## config.mk

```make
export PLATFORM = sky130hd
export DESIGN_NAME = la_top
export DESIGN_NICKNAME = d
export VERILOG_FILES = /design/src/la_pkg.sv /design/src/la_capture.sv /design/src/la_icb_regs.sv /design/src/la_sample_mem.sv /design/src/la_top.sv /design/src/la_trigger.sv
export SDC_FILE = /design/constraint.sdc
export NUM_CORES = 2
export LEC_CHECK = 0
export ABC_AREA = 1
export BUFFER_PORTS_ARGS = -buffer_cell sky130_fd_sc_hd__buf_4
export CORE_ASPECT_RATIO = 1.75
export CORE_MARGIN = 8
export CORE_UTILIZATION = 60
export CTS_BUF_LIST = sky130_fd_sc_hd__clkbuf_8
export CTS_CLUSTER_DIAMETER = 200
export DETAILED_ROUTE_END_ITERATION = 10
export PLACE_DENSITY = 0.76
export RECOVER_POWER = 50
export SYNTH_ARGS = -nofsm -noshare
export SYNTH_HDL_FRONTEND = slang
export SYNTH_HIERARCHICAL = 1
export SYNTH_SLANG_ARGS = --single-unit
```

## constraint.sdc

```tcl
create_clock -name sys_clk -period 5.2 [get_ports sys_clk]
set_input_delay 0.26 -clock sys_clk [delete_from_list [all_inputs] [get_ports sys_clk]]
set_output_delay 0.26 -clock sys_clk [all_outputs]
set_load 0.1 [all_outputs]
```

## src/la_pkg.sv

```systemverilog
/* constants shared by the analyzer RTL and its testbench; bus addresses are
   offsets inside the peripheral window */
`default_nettype none

package la_pkg;

  // bus and sample widths
  localparam int ADDR_W  = 32;
  localparam int DATA_W  = 32;
  localparam int PROBE_W = 8;

  // register field widths
  localparam int CHN_W  = 3;
  localparam int MODE_W = 3;
  localparam int FREQ_W = 4;
  // divider counter long enough for a period of 2**15 cycles
  localparam int DIV_W  = 2**FREQ_W - 1;

  // register offsets, one word each
  localparam logic [ADDR_W-1:0] REG_CTRL = 32'h00;
  localparam logic [ADDR_W-1:0] REG_CHN  = 32'h04;
  localparam logic [ADDR_W-1:0] REG_MODE = 32'h08;
  localparam logic [ADDR_W-1:0] REG_FREQ = 32'h0C;
  localparam logic [ADDR_W-1:0] REG_PRE  = 32'h10;
  localparam logic [ADDR_W-1:0] REG_STAT = 32'h14;

  // status word layout
  localparam int STAT_DONE_BIT = 0;
  localparam int STAT_TA_LSB   = 16;
  localparam int STAT_TA_W     = 10;

  // sample window, word k holds sample k in its low byte
  localparam logic [ADDR_W-1:0] MEM_BASE = 32'h400;

  // trigger modes, codes above TRIG_EDGE act as TRIG_EDGE
  localparam logic [MODE_W-1:0] TRIG_RISE = 3'd0;
  localparam logic [MODE_W-1:0] TRIG_FALL = 3'd1;
  localparam logic [MODE_W-1:0] TRIG_HIGH = 3'd2;
  localparam logic [MODE_W-1:0] TRIG_LOW  = 3'd3;
  localparam logic [MODE_W-1:0] TRIG_EDGE = 3'd4;

endpackage

`default_nettype wire

```

## src/la_capture.sv

```systemverilog
/* circular capture from address 0; the trigger is accepted only after pre_num
   samples, then MEM_DEPTH - pre_num - 1 more samples end the window */
`default_nettype none

module la_capture import la_pkg::*; #(
  parameter  int MEM_DEPTH = 256,
  localparam int MEM_AW    = $clog2(MEM_DEPTH)
) (
  input  logic               sys_clk,
  input  logic               sys_rst_n,
  input  logic               i_arm,
  input  logic [MEM_AW-1:0]  i_pre_num,
  input  logic               i_smp_stb,
  input  logic [PROBE_W-1:0] i_smp_data,
  input  logic               i_hit_raw,
  output logic               o_wr_en,
  output logic [MEM_AW-1:0]  o_wr_addr,
  output logic [PROBE_W-1:0] o_wr_data,
  output logic               o_finished,
  output logic [MEM_AW-1:0]  o_trig_addr
);

  localparam logic [1:0] ST_IDLE = 2'd0;
  localparam logic [1:0] ST_PRE  = 2'd1;
  localparam logic [1:0] ST_POST = 2'd2;

  logic [1:0]        state;
  logic [MEM_AW-1:0] pre_cnt;
  logic [MEM_AW-1:0] post_left;
  logic [MEM_AW-1:0] post_num;
  logic              pre_done;
  logic              is_trig;

  // MEM_DEPTH - 1 - pre_num in MEM_AW bits
  assign post_num = ~i_pre_num;
  assign pre_done = (pre_cnt == i_pre_num);

  assign o_wr_en   = i_arm & i_smp_stb;
  assign o_wr_data = i_smp_data;

  // first write of the arming cycle still finds the FSM idle
  assign is_trig = o_wr_en & (state != ST_POST) & pre_done & i_hit_raw;

  assign o_finished = (is_trig & (post_num == '0)) |
                      (o_wr_en & (state == ST_POST) & (post_left == MEM_AW'(1)));

  always_ff @(posedge sys_clk) begin
    if (!sys_rst_n) begin
      state       <= ST_IDLE;
      o_wr_addr   <= '0;
      pre_cnt     <= '0;
      post_left   <= '0;
      o_trig_addr <= '0;
    end else if (!i_arm || o_finished) begin
      state     <= ST_IDLE;
      o_wr_addr <= '0;
      pre_cnt   <= '0;
    end else begin
      if (state == ST_IDLE)
        state <= ST_PRE;
      if (o_wr_en) begin
        o_wr_addr <= o_wr_addr + 1'b1;
        if (is_trig) begin
          state       <= ST_POST;
          post_left   <= post_num;
          o_trig_addr <= o_wr_addr;
        end else if (state == ST_POST) begin
          post_left <= post_left - 1'b1;
        end else if (!pre_done) begin
          pre_cnt <= pre_cnt + 1'b1;
        end
      end
    end
  end

endmodule

`default_nettype wire

```

## src/la_icb_regs.sv

```systemverilog
/* ICB slave for the analyzer registers and sample window; one command outstanding,
   no byte masks, never signals an error, MEM_DEPTH up to 1024 */
`default_nettype none

module la_icb_regs import la_pkg::*; #(
  parameter  int MEM_DEPTH = 256,
  localparam int MEM_AW    = $clog2(MEM_DEPTH)
) (
  input  logic              sys_clk,
  input  logic              sys_rst_n,
  input  logic              i_cmd_valid,
  output logic              o_cmd_ready,
  input  logic [ADDR_W-1:0] i_cmd_addr,
  input  logic              i_cmd_read,
  input  logic [DATA_W-1:0] i_cmd_wdata,
  output logic              o_rsp_valid,
  input  logic              i_rsp_ready,
  output logic              o_rsp_err,
  output logic [DATA_W-1:0] o_rsp_rdata,
  input  logic              i_finished,
  input  logic [MEM_AW-1:0] i_trig_addr,
  output logic              o_arm,
  output logic [CHN_W-1:0]  o_chn_sel,
  output logic [MODE_W-1:0] o_mode_sel,
  output logic [FREQ_W-1:0] o_freq_sel,
  output logic [MEM_AW-1:0] o_pre_num,
  output logic              o_done,
  output logic              o_rd_req,
  output logic [MEM_AW-1:0] o_rd_addr,
  input  logic              i_rd_gnt,
  input  logic [PROBE_W-1:0] i_rd_data
);

  logic              rd_fetch;
  logic              cmd_hsk;
  logic              rsp_hsk;
  logic              in_win;
  logic [ADDR_W-1:0] win_off;
  logic [DATA_W-1:0] reg_rdata;

  // busy from the accepted command until its response transfers
  assign o_cmd_ready = ~(o_rsp_valid | o_rd_req | rd_fetch);
  assign cmd_hsk     = i_cmd_valid & o_cmd_ready;
  assign rsp_hsk     = o_rsp_valid & i_rsp_ready;
  assign o_rsp_err   = 1'b0;

  assign win_off = i_cmd_addr - MEM_BASE;
  assign in_win  = (i_cmd_addr >= MEM_BASE) && (win_off < ADDR_W'(MEM_DEPTH * 4));

  always_comb begin
    reg_rdata = '0;
    case (i_cmd_addr)
      REG_CTRL: reg_rdata[0]              = o_arm;
      REG_CHN:  reg_rdata[CHN_W-1:0]      = o_chn_sel;
      REG_MODE: reg_rdata[MODE_W-1:0]     = o_mode_sel;
      REG_FREQ: reg_rdata[FREQ_W-1:0]     = o_freq_sel;
      REG_PRE:  reg_rdata[MEM_AW-1:0]     = o_pre_num;
      REG_STAT: begin
        reg_rdata[STAT_DONE_BIT]            = o_done;
        reg_rdata[STAT_TA_LSB +: STAT_TA_W] = STAT_TA_W'(i_trig_addr);
      end
      default: ;
    endcase
  end

  always_ff @(posedge sys_clk) begin
    if (!sys_rst_n) begin
      o_arm      <= 1'b0;
      o_chn_sel  <= '0;
      o_mode_sel <= '0;
      o_freq_sel <= '0;
      o_pre_num  <= '0;
      o_done     <= 1'b0;
    end else begin
      if (cmd_hsk && !i_cmd_read) begin
        case (i_cmd_addr)
          REG_CTRL: begin
            o_arm <= i_cmd_wdata[0];
            // new capture, old result no longer valid
            if (i_cmd_wdata[0])
              o_done <= 1'b0;
          end
          REG_CHN:  o_chn_sel  <= i_cmd_wdata[CHN_W-1:0];
          REG_MODE: o_mode_sel <= i_cmd_wdata[MODE_W-1:0];
          REG_FREQ: o_freq_sel <= i_cmd_wdata[FREQ_W-1:0];
          REG_PRE:  o_pre_num  <= i_cmd_wdata[MEM_AW-1:0];
          default: ;
        endcase
      end
      // end of capture wins over a write in the same cycle
      if (i_finished) begin
        o_arm  <= 1'b0;
        o_done <= 1'b1;
      end
    end
  end

  // transaction tracking, window reads wait for the memory grant
  always_ff @(posedge sys_clk) begin
    if (!sys_rst_n) begin
      o_rsp_valid <= 1'b0;
      o_rd_req    <= 1'b0;
      rd_fetch    <= 1'b0;
    end else begin
      if (rsp_hsk)
        o_rsp_valid <= 1'b0;
      if (cmd_hsk) begin
        if (i_cmd_read && in_win)
          o_rd_req <= 1'b1;
        else
          o_rsp_valid <= 1'b1;
      end
      if (o_rd_req && i_rd_gnt) begin
        o_rd_req <= 1'b0;
        rd_fetch <= 1'b1;
      end
      if (rd_fetch) begin
        rd_fetch    <= 1'b0;
        o_rsp_valid <= 1'b1;
      end
    end
  end

  // response word, held until it transfers
  always_ff @(posedge sys_clk) begin
    if (cmd_hsk) begin
      o_rd_addr   <= win_off[MEM_AW+1:2];
      o_rsp_rdata <= i_cmd_read ? reg_rdata : '0;
    end
    // memory word arrives one cycle after the grant
    if (rd_fetch)
      o_rsp_rdata <= DATA_W'(i_rd_data);
  end

endmodule

`default_nettype wire

```

## src/la_sample_mem.sv

```systemverilog
/* single-port sample RAM; the capture write always has the port, the CPU read
   is granted in a free cycle and its data is valid one cycle after the grant */
`default_nettype none

module la_sample_mem import la_pkg::*; #(
  parameter  int MEM_DEPTH = 256,
  localparam int MEM_AW    = $clog2(MEM_DEPTH)
) (
  input  logic               sys_clk,
  input  logic               sys_rst_n,
  input  logic               i_wr_en,
  input  logic [MEM_AW-1:0]  i_wr_addr,
  input  logic [PROBE_W-1:0] i_wr_data,
  input  logic               i_rd_req,
  input  logic [MEM_AW-1:0]  i_rd_addr,
  output logic               o_rd_gnt,
  output logic [PROBE_W-1:0] o_rd_data
);

  logic [PROBE_W-1:0] mem [MEM_DEPTH];
  logic [MEM_AW-1:0]  port_addr;
  logic               gnt_q;

  // writer first; one grant per request, the requester drops req after it
  assign o_rd_gnt = i_rd_req & ~i_wr_en & ~gnt_q;

  // one shared address port
  assign port_addr = i_wr_en ? i_wr_addr : i_rd_addr;

  always_ff @(posedge sys_clk) begin
    if (!sys_rst_n)
      gnt_q <= 1'b0;
    else
      gnt_q <= o_rd_gnt;
  end

  always_ff @(posedge sys_clk) begin
    if (i_wr_en)
      mem[port_addr] <= i_wr_data;
    else if (o_rd_gnt)
      o_rd_data <= mem[port_addr];
  end

endmodule

`default_nettype wire

```

## src/la_top.sv

```systemverilog
/* logic analyzer peripheral on a single clock; byte write masks are ignored
   and the bus error response is never raised */
`default_nettype none

module la_top import la_pkg::*; #(
  parameter  int MEM_DEPTH = 256,
  localparam int MEM_AW    = $clog2(MEM_DEPTH)
) (
  input  logic                sys_clk,
  input  logic                sys_rst_n,
  input  logic                i_icb_cmd_valid,
  output logic                o_icb_cmd_ready,
  input  logic [ADDR_W-1:0]   i_icb_cmd_addr,
  input  logic                i_icb_cmd_read,
  input  logic [DATA_W-1:0]   i_icb_cmd_wdata,
  input  logic [DATA_W/8-1:0] i_icb_cmd_wmask,
  output logic                o_icb_rsp_valid,
  input  logic                i_icb_rsp_ready,
  output logic                o_icb_rsp_err,
  output logic [DATA_W-1:0]   o_icb_rsp_rdata,
  input  logic [PROBE_W-1:0]  i_probe,
  output logic                o_done
);

  logic               arm;
  logic [CHN_W-1:0]   chn_sel;
  logic [MODE_W-1:0]  mode_sel;
  logic [FREQ_W-1:0]  freq_sel;
  logic [MEM_AW-1:0]  pre_num;
  logic               finished;
  logic [MEM_AW-1:0]  trig_addr;
  logic               smp_stb;
  logic [PROBE_W-1:0] smp_data;
  logic               hit_raw;
  logic               wr_en;
  logic [MEM_AW-1:0]  wr_addr;
  logic [PROBE_W-1:0] wr_data;
  logic               rd_req;
  logic [MEM_AW-1:0]  rd_addr;
  logic               rd_gnt;
  logic [PROBE_W-1:0] rd_data;

  la_icb_regs #(
    .MEM_DEPTH (MEM_DEPTH)
  ) u_regs (
    .sys_clk     (sys_clk),
    .sys_rst_n   (sys_rst_n),
    .i_cmd_valid (i_icb_cmd_valid),
    .o_cmd_ready (o_icb_cmd_ready),
    .i_cmd_addr  (i_icb_cmd_addr),
    .i_cmd_read  (i_icb_cmd_read),
    .i_cmd_wdata (i_icb_cmd_wdata),
    .o_rsp_valid (o_icb_rsp_valid),
    .i_rsp_ready (i_icb_rsp_ready),
    .o_rsp_err   (o_icb_rsp_err),
    .o_rsp_rdata (o_icb_rsp_rdata),
    .i_finished  (finished),
    .i_trig_addr (trig_addr),
    .o_arm       (arm),
    .o_chn_sel   (chn_sel),
    .o_mode_sel  (mode_sel),
    .o_freq_sel  (freq_sel),
    .o_pre_num   (pre_num),
    .o_done      (o_done),
    .o_rd_req    (rd_req),
    .o_rd_addr   (rd_addr),
    .i_rd_gnt    (rd_gnt),
    .i_rd_data   (rd_data)
  );

  la_trigger u_trigger (
    .sys_clk    (sys_clk),
    .sys_rst_n  (sys_rst_n),
    .i_arm      (arm),
    .i_probe    (i_probe),
    .i_chn_sel  (chn_sel),
    .i_mode_sel (mode_sel),
    .i_freq_sel (freq_sel),
    .o_smp_stb  (smp_stb),
    .o_smp_data (smp_data),
    .o_hit_raw  (hit_raw)
  );

  la_capture #(
    .MEM_DEPTH (MEM_DEPTH)
  ) u_capture (
    .sys_clk     (sys_clk),
    .sys_rst_n   (sys_rst_n),
    .i_arm       (arm),
    .i_pre_num   (pre_num),
    .i_smp_stb   (smp_stb),
    .i_smp_data  (smp_data),
    .i_hit_raw   (hit_raw),
    .o_wr_en     (wr_en),
    .o_wr_addr   (wr_addr),
    .o_wr_data   (wr_data),
    .o_finished  (finished),
    .o_trig_addr (trig_addr)
  );

  la_sample_mem #(
    .MEM_DEPTH (MEM_DEPTH)
  ) u_mem (
    .sys_clk   (sys_clk),
    .sys_rst_n (sys_rst_n),
    .i_wr_en   (wr_en),
    .i_wr_addr (wr_addr),
    .i_wr_data (wr_data),
    .i_rd_req  (rd_req),
    .i_rd_addr (rd_addr),
    .o_rd_gnt  (rd_gnt),
    .o_rd_data (rd_data)
  );

endmodule

`default_nettype wire

```

## src/la_trigger.sv

```systemverilog
/* sample strobe every 2**freq_sel cycles, first one on the arming cycle;
   the first sample after arming never triggers */
`default_nettype none

module la_trigger import la_pkg::*; (
  input  logic               sys_clk,
  input  logic               sys_rst_n,
  input  logic               i_arm,
  input  logic [PROBE_W-1:0] i_probe,
  input  logic [CHN_W-1:0]   i_chn_sel,
  input  logic [MODE_W-1:0]  i_mode_sel,
  input  logic [FREQ_W-1:0]  i_freq_sel,
  output logic               o_smp_stb,
  output logic [PROBE_W-1:0] o_smp_data,
  output logic               o_hit_raw
);

  localparam logic [DIV_W-1:0] DIV_ONES = '1;

  logic               arm_q;
  logic               have_prev;
  logic [DIV_W-1:0]   div_cnt;
  logic [DIV_W-1:0]   div_last;
  logic [PROBE_W-1:0] prev_smp;
  logic               cur_bit;
  logic               prev_bit;
  logic               cond;

  // terminal count is 2**freq_sel - 1
  assign div_last  = DIV_ONES >> (DIV_W - 32'(i_freq_sel));
  assign o_smp_stb = i_arm & (~arm_q | (div_cnt == div_last));
  assign o_smp_data = i_probe;

  assign cur_bit  = i_probe[i_chn_sel];
  assign prev_bit = prev_smp[i_chn_sel];

  always_comb begin
    case (i_mode_sel)
      TRIG_RISE: cond = ~prev_bit & cur_bit;
      TRIG_FALL: cond = prev_bit & ~cur_bit;
      TRIG_HIGH: cond = cur_bit;
      TRIG_LOW:  cond = ~cur_bit;
      default:   cond = prev_bit ^ cur_bit;
    endcase
  end

  assign o_hit_raw = o_smp_stb & have_prev & cond;

  always_ff @(posedge sys_clk) begin
    if (!sys_rst_n) begin
      arm_q     <= 1'b0;
      have_prev <= 1'b0;
      div_cnt   <= '0;
    end else begin
      arm_q <= i_arm;
      if (!i_arm) begin
        have_prev <= 1'b0;
        div_cnt   <= '0;
      end else if (o_smp_stb) begin
        have_prev <= 1'b1;
        div_cnt   <= '0;
      end else begin
        div_cnt <= div_cnt + 1'b1;
      end
    end
  end

  // previous sample for the edge modes
  always_ff @(posedge sys_clk) begin
    if (o_smp_stb)
      prev_smp <= i_probe;
  end

endmodule

`default_nettype wire

```

After elaboration in Yosys (flattened, before gate mapping)
Memory sizes are Yosys's and may differ from the RTL's. A register that Yosys moved wholly into a read port is not among the register bits.
Cells that the tools add are included.
Word-level totals
  memories: 1
  word-level logic and storage cells: 143
  input bits: 81
  RAM bits: 2048
  flip-flop bits (word level): 115
Memories
  u_mem.mem: words 256, bits a word 8, rd ports 1, clocked after memory_dff 1, wr ports 1, line la_sample_mem.sv:20  | logic [PROBE_W-1:0] mem [MEM_DEPTH];
Cells by class
  muxes and demuxes: 30
  magnitude comparators: 3
  equal/unequal tests: 13
  bitwise gates (word level): 34
  reductions and logical operators: 33
  add/subtract/negate cells: 6
  shift-type cells: 1
Operators with widths (count)
  $eq A32 B4 Y1 const B: 2
  $eq A32 B5 Y1 const B: 2
  $mux W8: 6
  $eq A32 B3 Y1 const B: 1
  $ge A32 B11 Y1 const B: 1
  $logic_not A32 Y1: 1
  $lt A32 B11 Y1 const B: 1
  $shr A15 B32 Y15 const A: 1
  $sub A32 B11 Y32 const B: 1
  $mux W24: 1
  $add A8 B1 Y8 const B: 2
  $and A1 B1 Y1: 16
  $reduce_and A2 Y1: 8
  $add A15 B1 Y15 const B: 1
  $eq A15 B15 Y1: 1
  $mux W1: 13
  $not A1 Y1: 12
  $reduce_bool A2 Y1: 5
  $reduce_and A3 Y1: 3
  $eq A8 B1 Y1 const B: 1
  $eq A8 B8 Y1: 1
  $logic_not A8 Y1: 1
  $not A8 Y8: 1
  $pmux W2 S4: 1
  23 further kinds: 37

Longest topological paths before layout
  depth in word-level cells: 14
  depth in mapped cells: 33

By module
Netlist, hierarchy kept.
By module, submodules not included
  la_sample_mem: instances 1, area each 86031.3 um^2, cells each 8283
  la_icb_regs: instances 1, area each 2726.4 um^2, cells each 374
  la_capture: instances 1, area each 1978.1 um^2, cells each 307
  la_trigger: instances 1, area each 1675.4 um^2, cells each 245

Least setup slack after synthesis
Ideal clock, no wire load.
  kind: register to register
  start: reg u_regs.o_freq_sel[3]
  end: mem u_mem.mem[186][0], enable pin
  data required time: 4830 ps
  period minus slack after synthesis: 3872 ps
  cell stages (with the launch flop): 27
  path buffers: 5
  slack: 1328 ps
  data arrival time: 3502 ps
  cells stage by stage: dfxtp_1 -> buf_4 -> inv_1 -> o21ai_0 -> nand2_1 -> nor2_1 -> nand2_1 -> nor2_1 -> nand2_2 -> nand2_1 -> nand2_1 -> inv_1 -> nand2_2 -> clkinv_2 -> buf_6 -> inv_4 -> or2_1 -> o21ai_2 -> inv_1 -> nor2_2 -> buf_4 -> buf_6 -> inv_1 -> nor2_1 -> nand2_1 -> buf_2 -> nor2_1
On the way
  longest elaborated chain between the ends: 8
RTL lines
  start, declared: line la_icb_regs.sv:25  | output logic [FREQ_W-1:0] o_freq_sel,
  start signal, assigned: line la_icb_regs.sv:85  | REG_FREQ: o_freq_sel <= i_cmd_wdata[FREQ_W-1:0];
  $sub A4 B4 Y5 *: line la_trigger.sv:30  | assign div_last = DIV_ONES >> (DIV_W - 32'(i_freq_sel));
  $shr A15 B32 Y15 *: line la_trigger.sv:30
  $eq A15 B15 Y1 *: line la_trigger.sv:31  | assign o_smp_stb = i_arm & (~arm_q | (div_cnt == div_last));
  $or A1 B1 Y1 *: line la_trigger.sv:31
  $and A1 B1 Y1 *: line la_trigger.sv:31
  via smp_stb: line la_top.sv:32  | logic smp_stb;
  $and A1 B1 Y1 *: line la_capture.sv:38  | assign o_wr_en = i_arm & i_smp_stb;
  via wr_en: line la_top.sv:35  | logic wr_en;
  $mux W1: line la_sample_mem.sv:38  | if (i_wr_en)
  $mux W1 (implied by the code): line la_sample_mem.sv:39  | mem[port_addr] <= i_wr_data;
  end, declared: line la_sample_mem.sv:20
The timed path passes the listed nets; every way through them passes the cells marked *.

Final worst setup path
  start: reg u_regs.o_freq_sel[2]
  end: reg u_mem.o_rd_data[7], read port of u_mem.mem, data pin
On the way
  longest elaborated chain between the ends: 10
RTL lines
  $sub A4 B4 Y5 *: line la_trigger.sv:30
  $shr A15 B32 Y15 *: line la_trigger.sv:30
  $eq A15 B15 Y1 *: line la_trigger.sv:31
  $or A1 B1 Y1 *: line la_trigger.sv:31
  $and A1 B1 Y1 *: line la_trigger.sv:31
  via smp_stb: line la_top.sv:32
  $and A1 B1 Y1 *: line la_capture.sv:38
  via wr_en: line la_top.sv:35
  $not A1 Y1 (no source line)
  $and A1 B1 Y1 (2 in series): line la_sample_mem.sv:25  | assign o_rd_gnt = i_rd_req & ~i_wr_en & ~gnt_q;
  $reduce_and A2 Y1 (no source line)
  end, declared: line la_sample_mem.sv:17  | output logic [PROBE_W-1:0] o_rd_data
Marks and branches as above.
A chain may end at the register's enable or synchronous reset.

==> results.ini <==
[cts]
cts_tree=yes
ctsLongestPathBuffers=4
clockRootBuffer=clkbuf_8
cts_sinks=2163
clk_latency_ns=0.93
h-tree-depth=5
clk_pin_slew_ns=0.06
numCtsBuffers=303

[placement]
place_hpwl_um=148400
port_buffers=71
dp_cells=11010
gp_congestion=0.9671
dp_slack_ns=0.04435

[setup_path]
cp.required_ns=5.82
crit_path_max_fanout=136
r2r_cells=29
critPathCaptureType=flop
r2r_end=u_mem/o_rd_data[7]
crit_family=simple AND/OR/NAND/NOR gates
cp-startpoint=u_regs/o_freq_sel[2]
cp_slowest_cell=dfxtp_1
crit_path_max_incr_delay_ns=0.55
path_buf_inv=4
crit_path_start_kind=flop
critPathMostFrequentCell=nand2_1
critical_path_class=flop to flop
reg2reg_from=u_regs/o_freq_sel[2]
regToRegSetupSlack_ns=0.15
cp.depth=29
arrival_ns=5.68
crit_end=u_mem/o_rd_data[7]

[power_and_ir_drop]
comb_power_share=0.069
ir_worst_vdd_mv=0.2145
p_int_mw=25.76
sw_frac_of_total=0.2379
switchingPower_mw=8.041
leakage_nw=41.43
seqPwrFrac=0.566
p_clk_frac=0.365
p_per_area_nw_per_um2=334.1

[sta]
drv_slew=1464
hold_violations=0
setup_viol=0
fmax_mhz=197.9
finalCritPeriodShare=0.9716
skew_ns=0.06462
relSlewSlack=-1.860
rsz0062_at_grt=yes
fin_ws_ns=0.1476
finalCriticalPeriod_ns=5.052
fin_tns_setup_ns=0
tightest_slew_ns=4.291

[synth]
syn_area_per_cell_sq_um=10.03
synth_commonest_cells=5,221 x nand2_1, 2,080 x edfxtp_1, 516 x nor2_1, 308 x nand3_1, 233 x buf_2
ys_seq_area_frac=0.6939
yosys.area.top_type=edfxtp_1
yosys_warnings=6
synth.most_common_cell=nand2_1
synth_area_sq_um=92410
ys_seq_elements=2163
syn-instance-count=9209
synth_top_area_frac=0.6759
synth.distinct_cells=52
synth_edf_count=2080
synthTopCellsByArea=edfxtp_1 68%, nand2_1 21%, nor2_1 2.1%, dfxtp_1 1.8%, nand3_1 1.7%
synth-main-ff-cell=edfxtp_1
async_flop_share=0

[cells_and_area]
final_net_count=9439
n_fill_cell=11370
utilization=0.6607
fin_cells=11600
area_delta_synth_final_pct=9.463
drive_gt1_frac=0.07393

[floorplan]
core_area_sq_um=153100
rows=190
io-pin-count=117
die-area_sq_um=167300
fp.dieH_um=535.2
fp.dieW_um=312.7
initial_core_util=0.6036

[detailed_routing]
ant_nets=0
drt-pass1-iter-count=6
avgRoutedWirePerCell_um=21.13
routed_via_density=5.595
wirelength_um=245000
drtIter0Drc=6424
drc=0
vias=64890

[flow_run]
drv_cap=18

[min_path]
hp-class=input port to flop
worstHoldPathCells=7

[global_route]
grt_overflow_total=0
antenna_found_initial=2
grt_pass1_wl_um=366600
grt_max_degree=170
grt_usage=0.2848
grt_pass1_vias=64010

[status]
status=finished, violations left
violations=max-capacitance violations, max-slew violations

-- worst min path at each step --
stage / end / slack (ns) / startpoint
final: u_regs/o_freq_sel[1] / 0.13 / i_icb_cmd_addr[15]
after floorplan: u_regs/o_rd_addr[0] / 0.36 / i_icb_cmd_addr[2]
after global placement: u_capture/state[1] / 0.43 / u_capture/state[1]
after detailed placement: u_mem/gnt_q / 0.44 / u_mem/gnt_q
after global routing: u_regs/o_freq_sel[0] / 0.16 / i_icb_cmd_addr[15]
after CTS: u_regs/o_freq_sel[1] / 0.05 / i_icb_cmd_addr[15]
-- cell families (layout without fill, tap and decap cells) --
group | count (synthesis) | in the layout | synth area share
and+or+nand+nor | 6137 | 6139 | 0.2573
DFF | 2163 | 2163 | 0.6939
buffers and inverters | 662 | 1011 | 0.03296
AOI/OAI and AO/OA | 211 | 211 | 0.01220
xor gates and xnor gates | 28 | 28 | 0.002654
adders and majority gates | 7 | 7 | 0.0009477
other | 1 | 22 | 0.00004058
-- area by class of cell --
type | count | area [sq um] | area share
timing repair buffer | 306 | 2867 | 0.02834
clock inverter | 218 | 1231 | 0.01217
inverter | 175 | 679.4 | 0.006716
antenna | 5 | 12.51 | 0.0001237
sequential | 2163 | 64120 | 0.6339
tap | 2016 | 2522 | 0.02494
multi-input combinational | 6402 | 25430 | 0.2514
clock buffer | 312 | 4294 | 0.04245
-- power groups by stage --
stage / Clock [mW] / Sequential (mW) / Combinational, mW
finish: 12.3 / 19.1 / 2.33
global route: 13.2 / 19.1 / 2.51
CTS: 12.5 / 19.1 / 2.29
detailed placement: 0 / 19.5 / 2.26
global placement: 0 / 19.5 / 2.21
floorplan: 0 / 19.5 / 1.39
-- tightest hold or removal path: stages --
cell and delay [ns]:
buf_4 0.11, nor2_2 0.06, nand3_4 0.13, nor3_1 0.10
nand2_1 0.09, nor2_1 0.07, a21oi_1 0.13
-- stage by stage --
stage	area (sq um)	hold slack (ns)	power (mW)
floorplan	92470	0.3589	20.89
global placement	95210	0.4333	21.67
detailed placement	95210	0.4440	21.72
CTS	101200	0.04912	33.90
global route	101200	0.1621	34.83
finish	101200	0.1251	33.80
-- cells in the final DEF (no fill, tap or decap), types with 7 or more instances in the layout --
| master | synthesis | final |
|---|---|---|
| nand2_1 | 5221 | 5221 |
| edfxtp_1 | 2080 | 2080 |
| nor2_1 | 516 | 508 |
| clkbuf_8 | 0 | 312 |
| nand3_1 | 308 | 308 |
| inv_1 | 157 | 235 |
| buf_4 | 40 | 183 |
| o21ai_1 | 126 | 125 |
| dfxtp_1 | 83 | 81 |
| clkinv_1 | 1 | 67 |
| clkinv_2 | 2 | 48 |
| dlygate4sd3_1 | 0 | 46 |
| o21ai_0 | 44 | 44 |
| buf_12 | 1 | 40 |
| clkbuf_1 | 161 | 23 |
| xor2_1 | 23 | 23 |
| a21oi_1 | 22 | 22 |
| conb_1 | 1 | 17 |
| nor3_1 | 16 | 16 |
| nand4_1 | 15 | 15 |
| nor2_2 | 13 | 13 |
| nor2_4 | 3 | 11 |
| clkinvlp_4 | 0 | 10 |
| bufinv_16 | 0 | 10 |
| nand2_4 | 8 | 10 |
| inv_2 | 12 | 10 |
| nand2_2 | 10 | 8 |
| ha_1 | 7 | 7 |
-- metal layers --
| metal | GRT usage | vias to the layer above | routed length, um |
|---|---|---|---|
| met5 | 0 | - | 0 |
| met4 | 0.2122 | 0 | 20750 |
| met3 | 0.04438 | 910 | 20500 |
| met2 | 0.4940 | 3273 | 121700 |
| met1 | 0.3150 | 30450 | 82100 |
| li1 | - | 30260 | - |
-- what timing repair did --
item / 4_1_cts / 5_1_grt
endpoints found under the hold margin: 700 / 0
setup endpoints to repair: 0 / 1358
setup buffers: 0 / 5
resized for setup: 0 / 7
hold buffers: 46 / 0
-- state kept, by name, summed over array words and instances, names as in the netlist, 2 cells and up --
signal and count:
u_mem/mem 2048, u_regs/o_rsp_rdata 16, u_trigger/div_cnt 15, u_capture/o_trig_addr 8, u_capture/o_wr_addr 8, u_capture/post_left 8
u_capture/pre_cnt 8, u_mem/o_rd_data 8, u_regs/o_pre_num 8, u_regs/o_rd_addr 8, u_trigger/prev_smp 8, u_regs/o_freq_sel 4
u_regs/o_chn_sel 3, u_regs/o_mode_sel 3, u_capture/state 2
Note: power is estimated with default switching activity, not from simulation.
